--- src/source/ws281x_pkg.sv ---
`default_nettype none

package ws281x_pkg;

  // --------------------------------------
  // Bus widths
  // --------------------------------------

  // Word address on the register bus
  typedef logic [3:0]  reg_addr_t;
  // Bus data and byte enables
  typedef logic [31:0] reg_data_t;
  typedef logic [3:0]  reg_be_t;

  // One GRB pixel, sent MSB first
  typedef logic [23:0] pixel_t;
  localparam int PIXEL_BITS = $bits(pixel_t);

  // Bit timing in mclk cycles
  typedef logic [9:0]  bit_period_t;
  // Latch low time in mclk cycles
  typedef logic [15:0] rst_period_t;

  // --------------------------------------
  // Register map
  // --------------------------------------
  localparam reg_addr_t REG_ENB   = 4'd0;
  localparam reg_addr_t REG_RST   = 4'd1;
  localparam reg_addr_t REG_TIM   = 4'd2;
  localparam reg_addr_t REG_STS   = 4'd3;
  // Port p data at REG_DATA0 + p
  localparam reg_addr_t REG_DATA0 = 4'd4;

  // Serializer FSM
  typedef enum logic [1:0] {
    ST_IDLE,
    ST_HIGH,
    ST_LOW,
    ST_LATCH
  } ser_state_t;

endpackage

`default_nettype wire

--- src/source/ws281x_fifo.sv ---
`default_nettype none

module ws281x_fifo import ws281x_pkg::*; #(
  parameter int WIDTH = 24,
  parameter int DEPTH = 8
) (
  input  wire logic mclk,
  input  wire logic h_reset_n,
  input  wire logic wr_en,
  input  pixel_t    wr_data,
  input  wire logic rd_en,
  output pixel_t    rd_data,
  output logic      full,
  output logic      empty
);

  localparam int AW = $clog2(DEPTH);

  // Storage word must hold a whole pixel
  if (WIDTH != $bits(pixel_t)) begin : g_width_check
    $error("ws281x_fifo WIDTH must match pixel_t");
  end

  // Pixel storage
  logic [WIDTH-1:0] mem [DEPTH];

  // Extra MSB tells a full buffer from an empty one
  logic [AW:0] wr_ptr;
  logic [AW:0] rd_ptr;

  always_ff @(posedge mclk or negedge h_reset_n) begin
    if (!h_reset_n) begin
      wr_ptr <= '0;
      rd_ptr <= '0;
    end else begin
      if (wr_en)
        wr_ptr <= wr_ptr + 1'b1;
      if (rd_en)
        rd_ptr <= rd_ptr + 1'b1;
    end
  end

  always_ff @(posedge mclk) begin
    if (wr_en)
      mem[wr_ptr[AW-1:0]] <= wr_data;
  end

  // Head word, visible one cycle after the first push
  assign rd_data = mem[rd_ptr[AW-1:0]];

  // Same slot, wrapped a different number of times
  assign full  = (wr_ptr[AW] != rd_ptr[AW]) && (wr_ptr[AW-1:0] == rd_ptr[AW-1:0]);
  assign empty = (wr_ptr == rd_ptr);

  // Writer side must respect back-pressure
  a_no_push_full: assert property (
    @(posedge mclk) disable iff (!h_reset_n) !(wr_en && full)
  );

  // Serializer only pops a valid head
  a_no_pop_empty: assert property (
    @(posedge mclk) disable iff (!h_reset_n) !(rd_en && empty)
  );

endmodule

`default_nettype wire

--- src/source/ws281x_reg.sv ---
`default_nettype none

module ws281x_reg import ws281x_pkg::*; #(
  parameter int NP         = 4,
  parameter int FIFO_DEPTH = 8
) (
  input  wire logic        mclk,
  input  wire logic        h_reset_n,

  // Register bus
  input  wire logic        reg_cs,
  input  wire logic        reg_wr,
  input  reg_addr_t        reg_addr,
  input  reg_data_t        reg_wdata,
  input  reg_be_t          reg_be,
  output reg_data_t        reg_rdata,
  output logic             reg_ack,

  // Shared timing configuration
  output rst_period_t      cfg_rst_period,
  output bit_period_t      cfg_bit_period,
  output bit_period_t      cfg_th0_period,
  output bit_period_t      cfg_th1_period,

  // Pixel path, one entry per port
  output logic [NP-1:0]    port_enb,
  input  wire logic [NP-1:0] port_rd,
  output pixel_t           port_data [NP],
  output logic [NP-1:0]    port_dval
);

  // --------------------------------------
  // Bus decode
  // --------------------------------------
  logic          bus_rd;
  logic          bus_wr;
  logic [NP-1:0] data_hit;
  logic          wr_block;
  logic          ack_set;
  logic          cfg_wr;

  // Timing register, three 10-bit fields
  logic [29:0]   cfg_tim;

  logic [NP-1:0] fifo_full;
  logic [NP-1:0] fifo_empty;
  logic [NP-1:0] fifo_wr;

  reg_data_t     sts;
  reg_data_t     rd_mux;

  assign bus_rd = reg_cs && !reg_wr;
  assign bus_wr = reg_cs && reg_wr;

  // Data write to a full FIFO stalls the bus
  assign wr_block = bus_wr && |(data_hit & fifo_full);

  // One ack per access, never back to back
  assign ack_set = reg_cs && !reg_ack && !wr_block;
  assign cfg_wr  = ack_set && reg_wr;

  always_ff @(posedge mclk or negedge h_reset_n) begin
    if (!h_reset_n)
      reg_ack <= 1'b0;
    else
      reg_ack <= ack_set;
  end

  // Read data travels with the ack
  always_ff @(posedge mclk) begin
    if (ack_set && bus_rd)
      reg_rdata <= rd_mux;
  end

  // --------------------------------------
  // Configuration registers
  // --------------------------------------
  always_ff @(posedge mclk or negedge h_reset_n) begin
    if (!h_reset_n) begin
      port_enb       <= '0;
      cfg_rst_period <= '0;
      cfg_tim        <= '0;
    end else if (cfg_wr) begin
      // Port enables, one bit per port in byte 0
      if (reg_addr == REG_ENB && reg_be[0])
        port_enb <= reg_wdata[NP-1:0];
      // Latch period
      if (reg_addr == REG_RST) begin
        if (reg_be[0])
          cfg_rst_period[7:0] <= reg_wdata[7:0];
        if (reg_be[1])
          cfg_rst_period[15:8] <= reg_wdata[15:8];
      end
      // Bit timing, top two bits not stored
      if (reg_addr == REG_TIM) begin
        if (reg_be[0])
          cfg_tim[7:0] <= reg_wdata[7:0];
        if (reg_be[1])
          cfg_tim[15:8] <= reg_wdata[15:8];
        if (reg_be[2])
          cfg_tim[23:16] <= reg_wdata[23:16];
        if (reg_be[3])
          cfg_tim[29:24] <= reg_wdata[29:24];
      end
    end
  end

  assign cfg_bit_period = cfg_tim[9:0];
  // High time for a 0-bit
  assign cfg_th0_period = cfg_tim[19:10];
  // High time for a 1-bit
  assign cfg_th1_period = cfg_tim[29:20];

  // --------------------------------------
  // Per-port pixel FIFOs
  // --------------------------------------
  for (genvar p = 0; p < NP; p++) begin : g_port
    assign data_hit[p] = (reg_addr == reg_addr_t'(REG_DATA0 + p));

    // Push lands in the ack cycle, master still holds the data
    assign fifo_wr[p] = reg_ack && bus_wr && data_hit[p];

    ws281x_fifo #(
      .WIDTH ($bits(pixel_t)),
      .DEPTH (FIFO_DEPTH)
    ) u_fifo (
      .mclk      (mclk),
      .h_reset_n (h_reset_n),
      .wr_en     (fifo_wr[p]),
      .wr_data   (reg_wdata[23:0]),
      .rd_en     (port_rd[p]),
      .rd_data   (port_data[p]),
      .full      (fifo_full[p]),
      .empty     (fifo_empty[p])
    );

    assign port_dval[p] = !fifo_empty[p];
  end

  // Status, one byte per port, absent ports read zero
  always_comb begin
    sts = '0;
    for (int p = 0; p < NP; p++) begin
      sts[8*p +: 8] = {6'd0, fifo_empty[p], fifo_full[p]};
    end
  end

  // --------------------------------------
  // Read multiplexer
  // --------------------------------------
  always_comb begin
    rd_mux = '0;
    case (reg_addr)
      REG_ENB: rd_mux = reg_data_t'(port_enb);
      REG_RST: rd_mux = reg_data_t'(cfg_rst_period);
      REG_TIM: rd_mux = reg_data_t'(cfg_tim);
      REG_STS: rd_mux = sts;
      default: begin
        // FIFO head of the addressed port
        for (int p = 0; p < NP; p++) begin
          if (data_hit[p])
            rd_mux = reg_data_t'(port_data[p]);
        end
      end
    endcase
  end

  // Master holds the access through the ack cycle so the push sees its data
  a_ack_held: assert property (
    @(posedge mclk) disable iff (!h_reset_n) reg_ack |-> reg_cs
  );

endmodule

`default_nettype wire

--- src/source/ws281x_serializer.sv ---
`default_nettype none

module ws281x_serializer import ws281x_pkg::*; (
  input  wire logic  mclk,
  input  wire logic  h_reset_n,

  // Pixel handshake with the FIFO
  input  wire logic  port_enb,
  input  wire logic  port_dval,
  input  pixel_t     port_data,
  output logic       port_rd,

  // Shared timing
  input  rst_period_t cfg_rst_period,
  input  bit_period_t cfg_bit_period,
  input  bit_period_t cfg_th0_period,
  input  bit_period_t cfg_th1_period,

  output logic       led_dout
);

  ser_state_t  state;
  // Pixel being sent, MSB leads
  pixel_t      shift_reg;
  // Bits already finished in this pixel
  logic [4:0]  bit_cnt;
  // Shared by bit timing and latch timing
  rst_period_t cyc_cnt;
  rst_period_t cyc_nxt;

  bit_period_t th_cur;
  logic        high_done;
  logic        bit_done;
  logic        last_bit;
  logic        latch_done;
  logic        start;
  logic        chain;

  // --------------------------------------
  // Timing compares
  // --------------------------------------
  assign cyc_nxt = cyc_cnt + 1'b1;

  // High time follows the bit on the wire
  assign th_cur = shift_reg[PIXEL_BITS-1] ? cfg_th1_period : cfg_th0_period;

  assign high_done  = (cyc_nxt >= rst_period_t'(th_cur));
  assign bit_done   = (cyc_nxt >= rst_period_t'(cfg_bit_period));
  assign last_bit   = (bit_cnt == 5'(PIXEL_BITS - 1));
  assign latch_done = (cyc_nxt >= cfg_rst_period);

  // Fresh start needs the enable, a chained pixel does not
  assign start = (state == ST_IDLE) && port_enb && port_dval;
  assign chain = (state == ST_LOW) && bit_done && last_bit && port_dval;

  assign port_rd = start || chain;

  // --------------------------------------
  // FSM
  // --------------------------------------
  always_ff @(posedge mclk or negedge h_reset_n) begin
    if (!h_reset_n) begin
      state   <= ST_IDLE;
      bit_cnt <= '0;
      cyc_cnt <= '0;
    end else begin
      case (state)
        ST_IDLE: begin
          if (start) begin
            state   <= ST_HIGH;
            bit_cnt <= '0;
            cyc_cnt <= '0;
          end
        end
        ST_HIGH: begin
          // Counter keeps running across the HIGH to LOW switch
          cyc_cnt <= cyc_nxt;
          if (high_done)
            state <= ST_LOW;
        end
        ST_LOW: begin
          if (bit_done) begin
            cyc_cnt <= '0;
            if (!last_bit) begin
              bit_cnt <= bit_cnt + 1'b1;
              state   <= ST_HIGH;
            end else if (chain) begin
              // Next pixel back to back
              bit_cnt <= '0;
              state   <= ST_HIGH;
            end else begin
              state <= ST_LATCH;
            end
          end else begin
            cyc_cnt <= cyc_nxt;
          end
        end
        ST_LATCH: begin
          // Line low for the reset period
          if (latch_done) begin
            cyc_cnt <= '0;
            state   <= ST_IDLE;
          end else begin
            cyc_cnt <= cyc_nxt;
          end
        end
        default: state <= ST_IDLE;
      endcase
    end
  end

  // Load on pop, shift at each bit boundary
  always_ff @(posedge mclk) begin
    if (port_rd)
      shift_reg <= port_data;
    else if (state == ST_LOW && bit_done)
      shift_reg <= {shift_reg[PIXEL_BITS-2:0], 1'b0};
  end

  assign led_dout = (state == ST_HIGH);

  // FIFO head stays valid until this port pops it
  a_dval_hold: assert property (
    @(posedge mclk) disable iff (!h_reset_n) port_dval && !port_rd |=> port_dval
  );

endmodule

`default_nettype wire

--- src/source/ws281x_top.sv ---
`default_nettype none

module ws281x_top import ws281x_pkg::*; #(
  parameter int NP         = 4,
  parameter int FIFO_DEPTH = 8
) (
  input  wire logic     mclk,
  input  wire logic     h_reset_n,

  // Register bus
  input  wire logic     reg_cs,
  input  wire logic     reg_wr,
  input  reg_addr_t     reg_addr,
  input  reg_data_t     reg_wdata,
  input  reg_be_t       reg_be,
  output reg_data_t     reg_rdata,
  output logic          reg_ack,

  // One LED line per port
  output logic [NP-1:0] led_dout
);

  // Shared timing
  rst_period_t   cfg_rst_period;
  bit_period_t   cfg_bit_period;
  bit_period_t   cfg_th0_period;
  bit_period_t   cfg_th1_period;

  // Pixel path
  logic [NP-1:0] port_enb;
  logic [NP-1:0] port_rd;
  logic [NP-1:0] port_dval;
  pixel_t        port_data [NP];

  ws281x_reg #(
    .NP         (NP),
    .FIFO_DEPTH (FIFO_DEPTH)
  ) u_reg (
    .mclk           (mclk),
    .h_reset_n      (h_reset_n),
    .reg_cs         (reg_cs),
    .reg_wr         (reg_wr),
    .reg_addr       (reg_addr),
    .reg_wdata      (reg_wdata),
    .reg_be         (reg_be),
    .reg_rdata      (reg_rdata),
    .reg_ack        (reg_ack),
    .cfg_rst_period (cfg_rst_period),
    .cfg_bit_period (cfg_bit_period),
    .cfg_th0_period (cfg_th0_period),
    .cfg_th1_period (cfg_th1_period),
    .port_enb       (port_enb),
    .port_rd        (port_rd),
    .port_data      (port_data),
    .port_dval      (port_dval)
  );

  // --------------------------------------
  // One serializer per port
  // --------------------------------------
  for (genvar p = 0; p < NP; p++) begin : g_ser
    ws281x_serializer u_ser (
      .mclk           (mclk),
      .h_reset_n      (h_reset_n),
      .port_enb       (port_enb[p]),
      .port_dval      (port_dval[p]),
      .port_data      (port_data[p]),
      .port_rd        (port_rd[p]),
      .cfg_rst_period (cfg_rst_period),
      .cfg_bit_period (cfg_bit_period),
      .cfg_th0_period (cfg_th0_period),
      .cfg_th1_period (cfg_th1_period),
      .led_dout       (led_dout[p])
    );
  end

endmodule

`default_nettype wire

--- config.mk ---
export PLATFORM = sky130hd
export DESIGN_NAME = ws281x_top
export DESIGN_NICKNAME = d
export VERILOG_FILES = /design/src/source/ws281x_pkg.sv /design/src/source/ws281x_fifo.sv /design/src/source/ws281x_reg.sv /design/src/source/ws281x_serializer.sv /design/src/source/ws281x_top.sv
export SDC_FILE = /design/constraint.sdc
export NUM_CORES = 2
export LEC_CHECK = 0
export BUFFER_PORTS_ARGS = -buffer_cell sky130_fd_sc_hd__buf_4
export CORE_UTILIZATION = 55
export CTS_BUF_LIST = sky130_fd_sc_hd__clkbuf_8
export CTS_CLUSTER_DIAMETER = 120
export DETAILED_ROUTE_END_ITERATION = 10
export PLACE_DENSITY_LB_ADDON = 0.3
export SYNTH_ARGS = -nofsm -noshare
export SYNTH_HDL_FRONTEND = slang
export SYNTH_SLANG_ARGS = --single-unit
--- constraint.sdc ---
create_clock -name mclk -period 9.35 [get_ports mclk]
set_clock_uncertainty 0.1 [all_clocks]
set_input_delay 0.935 -clock mclk [delete_from_list [all_inputs] [get_ports mclk]]
set_output_delay 0.935 -clock mclk [all_outputs]
set_load 0.05 [all_outputs]
==> results.json <==
{
  "post-route-period-util": 0.537,
  "cts_hold_buf": 1,
  "period_needed_ns": 5.02,
  "area_growth_pct": 10.9,
  "async_flop_share": 0.164,
  "endpoint_kind": "register",
  "ir_drop_mv": 0.176,
  "die_y_microns": 296,
  "path_clk_slew_ns": 0.06,
  "start_util": 0.557,
  "cts.htree.levels": 4,
  "yosysWarnings": 0,
  "place_inst": 4067,
  "grt_pass1_wl_microns": 176000,
  "finalHoldViolations": 0,
  "finalMaxSlewViolations": 0,
  "grt_pass1_vias": 27700,
  "ctsLongestPathBuffers": 3,
  "cts_root_buf": "clkbuf_8",
  "reg2reg_from": "g_ser[2].u_ser.cyc_cnt[0]",
  "internal-power_uw": 8510,
  "crit_chain": "ha_1, and4_1, nand2_1, xnor2_1, ha_1, a21o_1, a2111oi_0, a21oi_1, a21oi_1, a21oi_2, nor2_2, buf_4, nand2_1",
  "ys.flop_type": "edfxtp_1",
  "holdPathStages": 2,
  "power.density_mw_per_mm2": 233,
  "drtIter0Drc": 2856,
  "drive_gt1_frac": 0.237,
  "crit_required_ns": 9.58,
  "holdPathEnd": "u_reg.cfg_tim[25]",
  "setup_viol": 0,
  "cts_made_buffers": 168,
  "wl_microns": 120000,
  "antenna_found_initial": 8,
  "die_area_sq_mm": 0.0879,
  "cp_slowest_cell": "nand2_1",
  "dp_hpwl_microns": 77000,
  "r2r_cells": 13,
  "core-area_sq_mm": 0.0855,
  "setup_tns_ns": 0,
  "vias_per_cell": 6.28,
  "swShare": 0.308,
  "reg2reg_to": "g_ser[2].u_ser.shift_reg[4]",
  "mostFrequentLayoutCells": "edfxtp_1 (894), mux4_2 (194), clkbuf_8 (173)",
  "grt_max_degree": 62,
  "cts_sinks": 1069,
  "drc_errors": 0,
  "die_width_microns": 296,
  "ctsResizeCount": 0,
  "min-delay-start": "reg_wdata[25]",
  "nets": 3298,
  "max_slew_margin": 0.175,
  "finalNonFillerCells": 4382,
  "worstHoldPathType": "in -> reg",
  "clockPowerShare": 0.300,
  "ys_seq_elements": 1069,
  "syn_area_sq_mm": 0.0477,
  "worstSetupPathType": "reg -> reg",
  "ys_seq_area_frac": 0.655,
  "grt_overflow": 0,
  "io_pins": 81,
  "syn_area_per_cell_sq_um": 16.3,
  "yosysUniqueCellTypes": 88,
  "vias": 27500,
  "cp-startpoint": "g_ser[2].u_ser.cyc_cnt[0]",
  "p_leak_uw": 0.0193,
  "netlist_instances": 2917,
  "worstMarginPinSlew_ns": 1.24,
  "cp.arrival_ns": 5.25,
  "maxCapViolCount": 0,
  "gp_congestion": 0.944,
  "final_common_cell": "edfxtp_1",
  "insertion_delay_ns": 0.86,
  "detail_route.first_pass.iterations": 6,
  "comb_power_share": 0.227,
  "synth_edf_count": 894,
  "p_switching_uw": 3790,
  "io_buffers": 76,
  "multi_input_area_sq_mm": 0.0156,
  "cp_slowest_stage_delay_ns": 0.69,
  "status": "finished clean",
  "fmax_ghz": 0.199,
  "grt_usage": 0.279,
  "rsz0062_at_grt": "false",
  "path_max_fanout": 28,
  "num_rows": 107,
  "seq_area_sq_mm": 0.0312,
  "cts_tree": "yes",
  "largest_register_ffs": 768,
  "rrSetupSlack_ns": 4.33,
  "startpoint_type": "register",
  "cts_setup_buffers": 0,
  "ant_nets": 0,
  "fillCellCount": 6157,
  "wl_per_cell_microns": 27.4,
  "seq_power_share": 0.473
}
==> power groups by stage <==
stage | Sequential, uW | Combinational (uW) | Clock, uW
detailed placement | 5910 | 2790 | 0
global route | 5860 | 3010 | 3960
global placement | 5890 | 2710 | 0
floorplan | 5700 | 2090 | 0
CTS | 5820 | 2810 | 3760
finish | 5820 | 2800 | 3690
==> metrics by stage <==
step           total power [uW]   util  instance area [sq um]  hold WS (ns)  worst slack (ns)
3_3_place_gp               8600  0.581                  49700         0.378              4.41
6_report                  12300  0.618                  52900         0.239              4.33
4_1_cts                   12400  0.618                  52800         0.173              4.30
3_5_place_dp               8700  0.581                  49700         0.381              4.30
5_1_grt                   12800  0.618                  52900         0.212              3.81
2_1_floorplan              7800      -                  47700         0.362              5.09
==> cell usage after synthesis, drive strengths merged (46+ instances only) <==
| master | number | area (sq um) |
|---|---|---|
| o21ai | 76 | 392 |
| edfxtp | 894 | 26800 |
| mux4 | 194 | 4370 |
| clkbuf | 80 | 300 |
| mux2i | 137 | 1370 |
| xnor2 | 46 | 403 |
| nand2 | 137 | 517 |
| dfrtp | 175 | 4380 |
| buf | 46 | 249 |
| a21oi | 63 | 342 |
| mux2 | 161 | 1830 |
| nand3 | 53 | 270 |
| inv | 103 | 387 |
| nor2 | 105 | 397 |
| ha | 160 | 2000 |
==> layer usage <==
metal  GRT usage  wire length (microns)
met1       0.374                  47200
met2       0.446                  57900
met3      0.0606                  10400
met4       0.116                   4470
met5           0                     13
==> cell type report <==
class                           count  area share
Clock buffer                      172      0.0448
Antenna cell                        4    0.000189
Timing Repair Buffer              132      0.0189
Inverter                          103     0.00732
Tap cell                         1144      0.0271
Clock inverter                    138      0.0146
Multi-Input combinational cell   1620       0.296
Sequential cell                  1069       0.591
==> kinds of logic (layout without fill, tap and decap cells) <==
logic type      count (synthesis)  after routing  share of synthesized area
flops                        1069           1069                      0.655
xor+xnor                       84             84                     0.0154
fa+ha+maj                     160            160                     0.0420
simple gates                  516            516                     0.0554
buf+inv                       229            545                     0.0196
compound gates                366            366                     0.0537
other cells                     1              6                  0.0000787
mux                           492            492                      0.159
==> worst max-delay path: cells and delay by family, from the launching register on <==
kind | cells | cell delay [ns]
adder cells (fa/ha/maj) | 2 | 0.66
flip-flops | 1 | 0.53
buffers and inverters | 1 | 0.35
XOR/XNOR | 1 | 0.50
AO/OA/AOI/OAI | 5 | 1.22
AND/OR/NAND/NOR | 4 | 1.14
==> worst max-delay path by stage <==
stage | cells after the start | to | slack (ns)
2_1_floorplan | 6 | u_reg.g_port[2].u_fifo.mem[0][0] | 5.09
3_3_place_gp | 13 | g_ser[2].u_ser.shift_reg[19] | 4.41
3_5_place_dp | 13 | g_ser[2].u_ser.shift_reg[19] | 4.30
4_1_cts | 13 | g_ser[2].u_ser.shift_reg[4] | 4.30
5_1_grt | 13 | g_ser[2].u_ser.shift_reg[5] | 3.81
6_report | 13 | g_ser[2].u_ser.shift_reg[4] | 4.33
Power figures use the tool's default switching activity.
